[src/turbo_settings.svh]
//////////////////////////////////////////////////////////////////////
// turbo decoder settings: widths, block lengths and iteration limits
//////////////////////////////////////////////////////////////////////
`ifndef TURBO_SETTINGS_SVH
`define TURBO_SETTINGS_SVH

// soft values and path metrics share one width
`define TURBO_LLR_W       13
`define TURBO_CH_W        4

`define TURBO_INFO_LEN    5
`define TURBO_TAIL_LEN    2
`define TURBO_BLK_LEN     (`TURBO_INFO_LEN + `TURBO_TAIL_LEN)
`define TURBO_NUM_STATES  4

`define TURBO_MAX_ITER    10
`define TURBO_ITER_W      4
`define TURBO_STEP_W      3

`endif

[src/turbo_fsm_pkg.sv]
//////////////////////////////////////////////////////////////////////
// state encodings of the turbo controller and the SISO engine
//////////////////////////////////////////////////////////////////////
`default_nettype none

package turbo_fsm_pkg;

    typedef enum logic [1:0] {
        S_READ,
        S_DEC1,
        S_DEC2,
        S_FINISH
    } dec_state_e;

    typedef enum logic [1:0] {
        P_IDLE,
        P_FWD,
        P_BWD
    } siso_phase_e;

endpackage

`default_nettype wire

[src/turbo_llr_pkg.sv]
//////////////////////////////////////////////////////////////////////
// LLR and channel sample types with saturating arithmetic
//////////////////////////////////////////////////////////////////////
`default_nettype none
`include "turbo_settings.svh"

package turbo_llr_pkg;

    typedef logic signed [`TURBO_LLR_W-1:0] llr_t;
    typedef logic signed [`TURBO_CH_W-1:0]  ch_sample_t;
    typedef ch_sample_t [`TURBO_BLK_LEN-1:0] ch_block_t;
    typedef llr_t [`TURBO_BLK_LEN-1:0]       llr_block_t;
    typedef logic [`TURBO_INFO_LEN-1:0]      info_bits_t;

    // one guard bit catches the overflow, which then clamps to the rail
    function automatic llr_t llr_sat_add(input llr_t a, input llr_t b);
        logic signed [`TURBO_LLR_W:0] wide;
        wide = a + b;
        if (wide[`TURBO_LLR_W] != wide[`TURBO_LLR_W-1]) begin
            return wide[`TURBO_LLR_W] ? llr_t'({1'b1, {(`TURBO_LLR_W-1){1'b0}}})
                                      : llr_t'({1'b0, {(`TURBO_LLR_W-1){1'b1}}});
        end
        return llr_t'(wide[`TURBO_LLR_W-1:0]);
    endfunction

    function automatic llr_t llr_sat_sub(input llr_t a, input llr_t b);
        logic signed [`TURBO_LLR_W:0] wide;
        wide = a - b;
        if (wide[`TURBO_LLR_W] != wide[`TURBO_LLR_W-1]) begin
            return wide[`TURBO_LLR_W] ? llr_t'({1'b1, {(`TURBO_LLR_W-1){1'b0}}})
                                      : llr_t'({1'b0, {(`TURBO_LLR_W-1){1'b1}}});
        end
        return llr_t'(wide[`TURBO_LLR_W-1:0]);
    endfunction

endpackage

`default_nettype wire

[src/extrinsic_unit.sv]
//////////////////////////////////////////////////////////////////////
// extrinsic unit: removes a-priori and channel terms from the APP
//////////////////////////////////////////////////////////////////////
`timescale 1ns/10ps
`default_nettype none
`include "turbo_settings.svh"

module extrinsic_unit (
    input  wire turbo_llr_pkg::llr_block_t app_llr_i,
    input  wire turbo_llr_pkg::llr_block_t apriori_i,
    input  wire turbo_llr_pkg::ch_block_t  sys_i,
    output turbo_llr_pkg::llr_block_t      ext_llr_o,
    output turbo_llr_pkg::info_bits_t      hard_bits_o
);

    // tail positions carry no extrinsic value and stay at zero
    always_comb begin
        turbo_llr_pkg::llr_t diff;
        ext_llr_o = '0;
        for (int i = 0; i < `TURBO_INFO_LEN; i++) begin
            diff = turbo_llr_pkg::llr_sat_sub(app_llr_i[i], apriori_i[i]);
            ext_llr_o[i] = turbo_llr_pkg::llr_sat_sub(diff,
                turbo_llr_pkg::llr_t'(2 * $signed(sys_i[i])));
            // zero counts as a 1
            hard_bits_o[i] = ~app_llr_i[i][`TURBO_LLR_W-1];
        end
    end

endmodule

`default_nettype wire

[src/siso_maxlog.sv]
//////////////////////////////////////////////////////////////////////
// max-log-MAP SISO engine over one terminated 4-state trellis
//////////////////////////////////////////////////////////////////////
`timescale 1ns/10ps
`default_nettype none
`include "turbo_settings.svh"

module siso_maxlog (
    input  wire logic                      clk_p_i,
    input  wire logic                      reset_n_i,
    input  wire logic                      start_i,
    input  wire turbo_llr_pkg::ch_block_t  sys_i,
    input  wire turbo_llr_pkg::ch_block_t  par_i,
    input  wire turbo_llr_pkg::llr_block_t apriori_i,
    output logic                           finish_o,
    output turbo_llr_pkg::llr_block_t      app_llr_o
);

    localparam int NS = `TURBO_NUM_STATES;
    localparam logic [`TURBO_STEP_W-1:0] LAST_STEP = `TURBO_STEP_W'(`TURBO_BLK_LEN - 1);
    // stands in for the metric of a state that cannot be reached
    localparam turbo_llr_pkg::llr_t NEG_INF = {1'b1, {(`TURBO_LLR_W-1){1'b0}}};

    turbo_fsm_pkg::siso_phase_e phase_q;
    logic [`TURBO_STEP_W-1:0]   step_q;
    turbo_llr_pkg::llr_t        alpha_q [NS];
    turbo_llr_pkg::llr_t        beta_q [NS];
    turbo_llr_pkg::llr_t        alpha_mem [`TURBO_BLK_LEN][NS];
    turbo_llr_pkg::llr_t        alpha_d [NS];
    turbo_llr_pkg::llr_t        beta_d [NS];
    turbo_llr_pkg::llr_t        llr_d;

    // state is {s1, s2}; the feedback bit d = u ^ s1 ^ s2 and parity = d ^ s2
    always_comb begin
        turbo_llr_pkg::llr_t sys_term;
        turbo_llr_pkg::llr_t par_term;
        turbo_llr_pkg::llr_t gamma;
        turbo_llr_pkg::llr_t cand;
        turbo_llr_pkg::llr_t best0;
        turbo_llr_pkg::llr_t best1;
        turbo_llr_pkg::llr_t a_ref;
        turbo_llr_pkg::llr_t b_ref;
        logic [1:0]          st;
        logic [1:0]          ns;
        logic                d;
        sys_term = turbo_llr_pkg::llr_sat_add(apriori_i[step_q],
            turbo_llr_pkg::llr_t'(2 * $signed(sys_i[step_q])));
        par_term = turbo_llr_pkg::llr_t'(2 * $signed(par_i[step_q]));
        best0 = NEG_INF;
        best1 = NEG_INF;
        for (int s = 0; s < NS; s++) begin
            alpha_d[s] = NEG_INF;
            beta_d[s]  = NEG_INF;
        end
        for (int s = 0; s < NS; s++) begin
            for (int u = 0; u < 2; u++) begin
                st = 2'(s);
                d  = u[0] ^ st[1] ^ st[0];
                ns = {d, st[1]};
                // only the bits that are 1 contribute, which leaves the APP unchanged
                gamma = (u == 1) ? sys_term : '0;
                if (d ^ st[0]) begin
                    gamma = turbo_llr_pkg::llr_sat_add(gamma, par_term);
                end
                cand = turbo_llr_pkg::llr_sat_add(alpha_q[s], gamma);
                if (cand > alpha_d[ns]) begin
                    alpha_d[ns] = cand;
                end
                cand = turbo_llr_pkg::llr_sat_add(gamma, beta_q[ns]);
                if (cand > beta_d[s]) begin
                    beta_d[s] = cand;
                end
                cand = turbo_llr_pkg::llr_sat_add(alpha_mem[step_q][s], cand);
                if (u == 1 && cand > best1) begin
                    best1 = cand;
                end
                if (u == 0 && cand > best0) begin
                    best0 = cand;
                end
            end
        end
        // state 0 stays reachable in both directions, so it is the reference
        a_ref = alpha_d[0];
        b_ref = beta_d[0];
        for (int s = 0; s < NS; s++) begin
            alpha_d[s] = turbo_llr_pkg::llr_sat_sub(alpha_d[s], a_ref);
            beta_d[s]  = turbo_llr_pkg::llr_sat_sub(beta_d[s], b_ref);
        end
        llr_d = turbo_llr_pkg::llr_sat_sub(best1, best0);
    end

    always_ff @(posedge clk_p_i or negedge reset_n_i) begin
        if (!reset_n_i) begin
            phase_q  <= turbo_fsm_pkg::P_IDLE;
            step_q   <= '0;
            finish_o <= 1'b0;
        end else begin
            finish_o <= 1'b0;
            case (phase_q)
                turbo_fsm_pkg::P_IDLE: begin
                    if (start_i) begin
                        phase_q <= turbo_fsm_pkg::P_FWD;
                        step_q  <= '0;
                    end
                end
                turbo_fsm_pkg::P_FWD: begin
                    if (step_q == LAST_STEP) begin
                        phase_q <= turbo_fsm_pkg::P_BWD;
                    end else begin
                        step_q <= step_q + 1'b1;
                    end
                end
                turbo_fsm_pkg::P_BWD: begin
                    if (step_q == '0) begin
                        phase_q  <= turbo_fsm_pkg::P_IDLE;
                        finish_o <= 1'b1;
                    end else begin
                        step_q <= step_q - 1'b1;
                    end
                end
                default: phase_q <= turbo_fsm_pkg::P_IDLE;
            endcase
        end
    end

    // both recursions start from state 0, the encoder is terminated there
    always_ff @(posedge clk_p_i) begin
        if (phase_q == turbo_fsm_pkg::P_IDLE && start_i) begin
            for (int s = 0; s < NS; s++) begin
                alpha_q[s] <= (s == 0) ? '0 : NEG_INF;
            end
        end else if (phase_q == turbo_fsm_pkg::P_FWD) begin
            alpha_mem[step_q] <= alpha_q;
            alpha_q           <= alpha_d;
            if (step_q == LAST_STEP) begin
                for (int s = 0; s < NS; s++) begin
                    beta_q[s] <= (s == 0) ? '0 : NEG_INF;
                end
            end
        end else if (phase_q == turbo_fsm_pkg::P_BWD) begin
            beta_q            <= beta_d;
            app_llr_o[step_q] <= llr_d;
        end
    end

    start_when_idle_a : assert property (@(posedge clk_p_i) disable iff (!reset_n_i)
        start_i |-> phase_q == turbo_fsm_pkg::P_IDLE);

endmodule

`default_nettype wire

[src/turbo_ctrl.sv]
//////////////////////////////////////////////////////////////////////
// turbo controller: runs the iterations, interleaves and stops early
//////////////////////////////////////////////////////////////////////
`timescale 1ns/10ps
`default_nettype none
`include "turbo_settings.svh"

module turbo_ctrl (
    input  wire logic                      clk_p_i,
    input  wire logic                      reset_n_i,
    input  wire logic                      blk_loaded_i,
    input  wire turbo_llr_pkg::ch_block_t  sys_blk_i,
    input  wire turbo_llr_pkg::ch_block_t  par1_blk_i,
    input  wire turbo_llr_pkg::ch_block_t  par2_blk_i,
    input  wire logic                      siso_finish_i,
    input  wire turbo_llr_pkg::llr_block_t ext_llr_i,
    input  wire turbo_llr_pkg::info_bits_t hard_bits_i,
    output logic                           siso_start_o,
    output turbo_llr_pkg::ch_block_t       siso_sys_o,
    output turbo_llr_pkg::ch_block_t       siso_par_o,
    output turbo_llr_pkg::llr_block_t      siso_apriori_o,
    output logic                           blk_release_o,
    output turbo_llr_pkg::info_bits_t      dec_bits_o,
    output logic                           done_o
);

    // position k of decoder 2 reads information bit PERM[k]
    localparam int PERM [`TURBO_INFO_LEN] = '{0, 4, 2, 1, 3};

    turbo_fsm_pkg::dec_state_e  state_q;
    logic [`TURBO_ITER_W-1:0]   iter_q;
    turbo_llr_pkg::llr_block_t  ext1_q;
    turbo_llr_pkg::llr_block_t  ext2_q;
    turbo_llr_pkg::info_bits_t  hard1_q;
    turbo_llr_pkg::info_bits_t  hard2_nat;
    logic                       last_iter;

    // both extrinsic stores are in natural order, decoder 2 gets them interleaved
    always_comb begin
        siso_sys_o     = sys_blk_i;
        siso_par_o     = par1_blk_i;
        siso_apriori_o = ext2_q;
        hard2_nat      = '0;
        if (state_q == turbo_fsm_pkg::S_DEC2) begin
            siso_sys_o     = '0;
            siso_par_o     = par2_blk_i;
            siso_apriori_o = '0;
            for (int k = 0; k < `TURBO_INFO_LEN; k++) begin
                siso_sys_o[k]     = sys_blk_i[PERM[k]];
                siso_apriori_o[k] = ext1_q[PERM[k]];
            end
        end
        for (int k = 0; k < `TURBO_INFO_LEN; k++) begin
            hard2_nat[PERM[k]] = hard_bits_i[k];
        end
    end

    assign last_iter = (iter_q == `TURBO_ITER_W'(`TURBO_MAX_ITER - 1));

    always_ff @(posedge clk_p_i or negedge reset_n_i) begin
        if (!reset_n_i) begin
            state_q       <= turbo_fsm_pkg::S_READ;
            iter_q        <= '0;
            siso_start_o  <= 1'b0;
            blk_release_o <= 1'b0;
            done_o        <= 1'b0;
            dec_bits_o    <= '0;
            ext1_q        <= '0;
            ext2_q        <= '0;
            hard1_q       <= '0;
        end else begin
            siso_start_o  <= 1'b0;
            blk_release_o <= 1'b0;
            done_o        <= 1'b0;
            case (state_q)
                turbo_fsm_pkg::S_READ: begin
                    if (blk_loaded_i) begin
                        state_q      <= turbo_fsm_pkg::S_DEC1;
                        siso_start_o <= 1'b1;
                    end
                end
                turbo_fsm_pkg::S_DEC1: begin
                    if (siso_finish_i) begin
                        ext1_q       <= ext_llr_i;
                        hard1_q      <= hard_bits_i;
                        state_q      <= turbo_fsm_pkg::S_DEC2;
                        siso_start_o <= 1'b1;
                    end
                end
                turbo_fsm_pkg::S_DEC2: begin
                    if (siso_finish_i) begin
                        for (int k = 0; k < `TURBO_INFO_LEN; k++) begin
                            ext2_q[PERM[k]] <= ext_llr_i[k];
                        end
                        // agreeing decisions end the block early
                        if (hard2_nat == hard1_q || last_iter) begin
                            state_q       <= turbo_fsm_pkg::S_FINISH;
                            dec_bits_o    <= hard2_nat;
                            done_o        <= 1'b1;
                            blk_release_o <= 1'b1;
                        end else begin
                            iter_q       <= iter_q + 1'b1;
                            state_q      <= turbo_fsm_pkg::S_DEC1;
                            siso_start_o <= 1'b1;
                        end
                    end
                end
                default: begin
                    ext1_q  <= '0;
                    ext2_q  <= '0;
                    iter_q  <= '0;
                    state_q <= turbo_fsm_pkg::S_READ;
                end
            endcase
        end
    end

    done_single_cycle_a : assert property (@(posedge clk_p_i) disable iff (!reset_n_i)
        done_o |=> !done_o);

endmodule

`default_nettype wire

[src/turbo_dec_top.sv]
//////////////////////////////////////////////////////////////////////
// turbo decoder top: buffer, controller, shared SISO and extrinsics
//////////////////////////////////////////////////////////////////////
`timescale 1ns/10ps
`default_nettype none

module turbo_dec_top (
    input  wire logic                      clk_p_i,
    input  wire logic                      reset_n_i,
    input  wire logic                      in_valid_i,
    input  wire turbo_llr_pkg::ch_sample_t sys_i,
    input  wire turbo_llr_pkg::ch_sample_t par1_i,
    input  wire turbo_llr_pkg::ch_sample_t par2_i,
    output logic                           in_ready_o,
    output turbo_llr_pkg::info_bits_t      dec_bits_o,
    output logic                           done_o
);

    logic                      blk_loaded;
    logic                      blk_release;
    logic                      siso_start;
    logic                      siso_finish;
    turbo_llr_pkg::ch_block_t  sys_blk;
    turbo_llr_pkg::ch_block_t  par1_blk;
    turbo_llr_pkg::ch_block_t  par2_blk;
    turbo_llr_pkg::ch_block_t  siso_sys;
    turbo_llr_pkg::ch_block_t  siso_par;
    turbo_llr_pkg::llr_block_t siso_apriori;
    turbo_llr_pkg::llr_block_t app_llr;
    turbo_llr_pkg::llr_block_t ext_llr;
    turbo_llr_pkg::info_bits_t hard_bits;

    turbo_input_buffer buffer_i (
        .clk_p_i(clk_p_i), .reset_n_i(reset_n_i), .in_valid_i(in_valid_i),
        .sys_i(sys_i), .par1_i(par1_i), .par2_i(par2_i), .blk_release_i(blk_release),
        .in_ready_o(in_ready_o), .blk_loaded_o(blk_loaded),
        .sys_blk_o(sys_blk), .par1_blk_o(par1_blk), .par2_blk_o(par2_blk)
    );

    turbo_ctrl ctrl_i (
        .clk_p_i(clk_p_i), .reset_n_i(reset_n_i), .blk_loaded_i(blk_loaded),
        .sys_blk_i(sys_blk), .par1_blk_i(par1_blk), .par2_blk_i(par2_blk),
        .siso_finish_i(siso_finish), .ext_llr_i(ext_llr), .hard_bits_i(hard_bits),
        .siso_start_o(siso_start), .siso_sys_o(siso_sys), .siso_par_o(siso_par),
        .siso_apriori_o(siso_apriori), .blk_release_o(blk_release),
        .dec_bits_o(dec_bits_o), .done_o(done_o)
    );

    // one engine serves both constituent decoders in turn
    siso_maxlog siso_i (
        .clk_p_i(clk_p_i), .reset_n_i(reset_n_i), .start_i(siso_start),
        .sys_i(siso_sys), .par_i(siso_par), .apriori_i(siso_apriori),
        .finish_o(siso_finish), .app_llr_o(app_llr)
    );

    extrinsic_unit ext_i (
        .app_llr_i(app_llr), .apriori_i(siso_apriori), .sys_i(siso_sys),
        .ext_llr_o(ext_llr), .hard_bits_o(hard_bits)
    );

endmodule

`default_nettype wire

[src/turbo_input_buffer.sv]
//////////////////////////////////////////////////////////////////////
// input buffer: gathers one block of channel triples under valid/ready
//////////////////////////////////////////////////////////////////////
`timescale 1ns/10ps
`default_nettype none
`include "turbo_settings.svh"

module turbo_input_buffer (
    input  wire logic                     clk_p_i,
    input  wire logic                     reset_n_i,
    input  wire logic                     in_valid_i,
    input  wire turbo_llr_pkg::ch_sample_t sys_i,
    input  wire turbo_llr_pkg::ch_sample_t par1_i,
    input  wire turbo_llr_pkg::ch_sample_t par2_i,
    input  wire logic                     blk_release_i,
    output logic                          in_ready_o,
    output logic                          blk_loaded_o,
    output turbo_llr_pkg::ch_block_t      sys_blk_o,
    output turbo_llr_pkg::ch_block_t      par1_blk_o,
    output turbo_llr_pkg::ch_block_t      par2_blk_o
);

    localparam logic [`TURBO_STEP_W-1:0] LAST_STEP = `TURBO_STEP_W'(`TURBO_BLK_LEN - 1);

    logic [`TURBO_STEP_W-1:0] step_q;

    // ready stays low from the last sample until the decoder lets the block go
    always_ff @(posedge clk_p_i or negedge reset_n_i) begin
        if (!reset_n_i) begin
            step_q       <= '0;
            in_ready_o   <= 1'b1;
            blk_loaded_o <= 1'b0;
        end else begin
            blk_loaded_o <= 1'b0;
            if (in_valid_i && in_ready_o) begin
                if (step_q == LAST_STEP) begin
                    step_q       <= '0;
                    in_ready_o   <= 1'b0;
                    blk_loaded_o <= 1'b1;
                end else begin
                    step_q <= step_q + 1'b1;
                end
            end else if (blk_release_i) begin
                in_ready_o <= 1'b1;
            end
        end
    end

    always_ff @(posedge clk_p_i) begin
        if (in_valid_i && in_ready_o) begin
            sys_blk_o[step_q]  <= sys_i;
            par1_blk_o[step_q] <= par1_i;
            par2_blk_o[step_q] <= par2_i;
        end
    end

    loaded_not_ready_a : assert property (@(posedge clk_p_i) disable iff (!reset_n_i)
        blk_loaded_o |-> !in_ready_o);

endmodule

`default_nettype wire

[config.mk]
export PLATFORM = sky130hd
export DESIGN_NAME = turbo_dec_top
export DESIGN_NICKNAME = d
export VERILOG_FILES = /design/src/turbo_fsm_pkg.sv /design/src/turbo_llr_pkg.sv /design/src/extrinsic_unit.sv /design/src/siso_maxlog.sv /design/src/turbo_ctrl.sv /design/src/turbo_dec_top.sv /design/src/turbo_input_buffer.sv
export VERILOG_INCLUDE_DIRS = /design/src /design/src/src
export SDC_FILE = /design/constraint.sdc
export NUM_CORES = 2
export LEC_CHECK = 0
export BUFFER_PORTS_ARGS = -buffer_cell sky130_fd_sc_hd__buf_2
export CAP_MARGIN = 20
export CORE_MARGIN = 10
export CORE_UTILIZATION = 40
export CTS_CLUSTER_SIZE = 40
export DETAILED_ROUTE_END_ITERATION = 8
export PLACE_DENSITY = 0.55
export SYNTH_ARGS = -nofsm -noshare
export SYNTH_HDL_FRONTEND = slang
export SYNTH_SLANG_ARGS = --single-unit
[constraint.sdc]
create_clock -name clk_p_i -period 21 [get_ports clk_p_i]
set_clock_uncertainty 0.1 [all_clocks]
set_input_delay 1.05 -clock clk_p_i [delete_from_list [all_inputs] [get_ports clk_p_i]]
set_output_delay 1.05 -clock clk_p_i [all_outputs]
set_load 0.02 [all_outputs]
==> impl_metrics.csv <==
group,metric,value,unit
final_layout,area_growth,10.9,%
sta,hold_ws,0.361,ns
place,io_buffers,21,
sta,finalSetupTns,0,ns
yosys,yosysWarnings,0,
place,dpl.hpwl,151000,µm
sta,fmax,50.1,MHz
clock_tree,cts_tree,"done",
critical_path,crit_path_max_incr_delay,0.76,ns
yosys,async_flop_share,24.1,%
sta,fin_crit_sh,95.0,%
critical_path,cp.required,21.25,ns
clock_tree,clk_latency,0.70,ns
floorplanning,fp.dieH,390,µm
floorplanning,pin_count,22,
global_routing,grt_pass1_wl,284000,µm
global_routing,grt_overflow,0,
yosys,ys.flop_type,"edfxtp_1",
yosys,ys_types,104,
critical_path,cp_max_fo,42,
floorplanning,rows,135,
final_layout,design_area,60700,µm²
clock_tree,clock_tree.root_cell,"clkbuf_16",
yosys,syn_inst,5891,
yosys,synth_seq_cells,659,
routing,drtIter0Drc,4023,
critical_path,startpoint_type,"flip-flop",
clock_tree,cts_setup_buffers,0,
sta,slew_viol_final,0,
clock_tree,numCtsBuffers,80,
critical_path,crit_path_end_kind,"flip-flop",
final_layout,fin_nets,6716,
global_routing,grt_max_degree,101,
final_layout,drive_above_1_share,8.56,%
final_layout,mostFrequentLayoutCell,"ha_1",
routing,vias_per_cell,5.86,
yosys,netlist_area,54700,µm²
final_layout,layout_common_cells,"667 x ha_1, 513 x o21ai_0, 473 x nand2_1, 461 x edfxtp_1, 431 x nor2_1",
yosys,synth_edf_count,461,
critical_path,arrival,20.20,ns
global_routing,grt_antenna_before_repair,4,
clock_tree,cts_sinks,659,
global_routing,grt_usage,24.5,%
clock_tree,cts_resized,0,
floorplanning,die_x,390,µm
sta,slew_headroom,23.7,%
min_path,hold_class,"in -> async",
clock_tree,path_clk_slew,0.06,ns
sta,tightest_slew,1.13,ns
place,gp_congestion,0.982,
routing,routed_wl,192000,µm
sta,hold_violations,0,
routing,drcViolationCount,0,
clock_tree,clockBufferDepth,3,
outcome,status,"finished, final reports clean",
yosys,synth.avg_cell_area,9.28,µm²
routing,wire_per_inst,24.5,µm
place,dpl_cell_area,57800,µm²
run,drv_cap,0,
clock_tree,postCtsHoldBufs,0,
routing,vias,46000,
floorplanning,start_util,40.3,%
routing,drtPass1Iterations,8,
place,place_ws,0.706,ns
floorplanning,coreArea,136000,µm²
sta,setup_viol,0,
clock_tree,ctsHtreeMaxLevel,3,
sta,period_minus_slack,19.95,ns
yosys,ys_seq_area_share,34.0,%
global_routing,grt_pass1_vias,44300,
routing,ant_nets,0,
critical_path,worst-path-buf-inv,14,
floorplanning,dieArea,152000,µm²
sta,rsz0062_at_grt,"no",
critical_path,critPathKind,"reg -> reg",
sta,layout_setup_ws,1.05,ns
critical_path,crit_family,"compound AO/OA/AOI/OAI gates",
critical_path,critPathSlowestCell,"o31ai_1",
==> through the flow <==
stage | instances | util [%]
after floorplan | 5930 | -
after global placement | 7688 | 42.6
after detailed placement | 7690 | 42.6
after CTS | 7837 | 44.6
after global routing | 7843 | 44.7
final | 7846 | 44.7
==> synthesized netlist by cell type (42+ instances only) <==
cell type / number / area, µm²
o21a_1: 115 / 863
a211oi_1: 49 / 368
inv_1: 307 / 1150
clkbuf_1: 169 / 634
a22o_1: 46 / 403
o211ai_1: 43 / 323
o21ai_0: 524 / 2620
nand2_1: 474 / 1780
dfrtp_1: 158 / 3950
nand2b_1: 85 / 532
mux2i_1: 150 / 1500
o22ai_1: 84 / 526
ha_1: 668 / 8360
edfxtp_1: 461 / 13800
a31oi_1: 55 / 344
nand3_1: 98 / 490
a21oi_1: 387 / 1940
and2_1: 42 / 263
mux2_2: 60 / 676
a21boi_0: 43 / 323
and3_1: 47 / 294
nor2_1: 437 / 1640
a21o_1: 160 / 1200
nor3_1: 117 / 586
xnor2_1: 184 / 1610
nor2b_1: 117 / 732
xor2_1: 135 / 1180
==> path summary, 6_finish.rpt <==
check                                      from              endpoint  slack, ns  cells after the start
max in group asynchronous             reset_n_i      siso_i.step_q[2]      18.83                      2
max                           ctrl_i.state_q[0]  siso_i.app_llr_o[34]       1.05                     84
max reg2reg                   ctrl_i.state_q[0]  siso_i.app_llr_o[34]       1.05                     84
min in group clk_p_i       ctrl_i.dec_bits_o[2]  ctrl_i.dec_bits_o[2]       0.37                      2
min reg2reg                ctrl_i.dec_bits_o[2]  ctrl_i.dec_bits_o[2]       0.37                      2
min                                   reset_n_i     ctrl_i.hard1_q[4]       0.36                      1
==> final cells by class <==
class                   instances  area [µm²]
fillers                     13100       75000
inverters                     310        1160
well taps                    1781        2230
diodes                          3        7.51
repair buffers                180        1340
clock buffers                 101        2110
flip-flops and latches        659       18600
multi-input cells            4766       34500
clock inverters                46         667
==> state kept, by name (all words and copies together), names as in the netlist, 2 cells and up <==
register             cells
buffer_i.par1_blk_o     28
buffer_i.par2_blk_o     28
buffer_i.step_q          3
buffer_i.sys_blk_o      28
ctrl_i.dec_bits_o        5
ctrl_i.ext1_q           65
ctrl_i.ext2_q           65
ctrl_i.hard1_q           5
ctrl_i.iter_q            4
ctrl_i.state_q           2
siso_i.alpha_mem       273
siso_i.alpha_q          39
siso_i.app_llr_o        65
siso_i.beta_q           39
siso_i.phase_q           2
siso_i.step_q            3
==> routing by layer <==
| layer | GRT usage, % | routed length, µm | vias up |
|---|---|---|---|
| met5 | 0 | 12 | - |
| met2 | 40.4 | 88200 | 1406 |
| met1 | 32.0 | 83900 | 22200 |
| met4 | 10.6 | 8950 | 2 |
| li1 | - | - | 22100 |
| met3 | 3.10 | 10800 | 320 |
==> logic make-up (layout without fill, tap and decap cells) <==
group | after synthesis | count (layout) | synth area share [%]
AOI/OAI and AO/OA | 1836 | 1836 | 21.6
other | 2 | 44 | 0.0137
DFF | 659 | 659 | 34.0
adders and majority gates | 745 | 745 | 17.4
buffers and inverters | 505 | 637 | 3.51
xor gates and xnor gates | 319 | 319 | 5.11
muxes | 221 | 221 | 4.43
and+or+nand+nor | 1604 | 1604 | 13.9
Power is left out: the tool's default activity adds up to more than one toggle a clock period on the data nets, which glitch-free logic cannot reach.
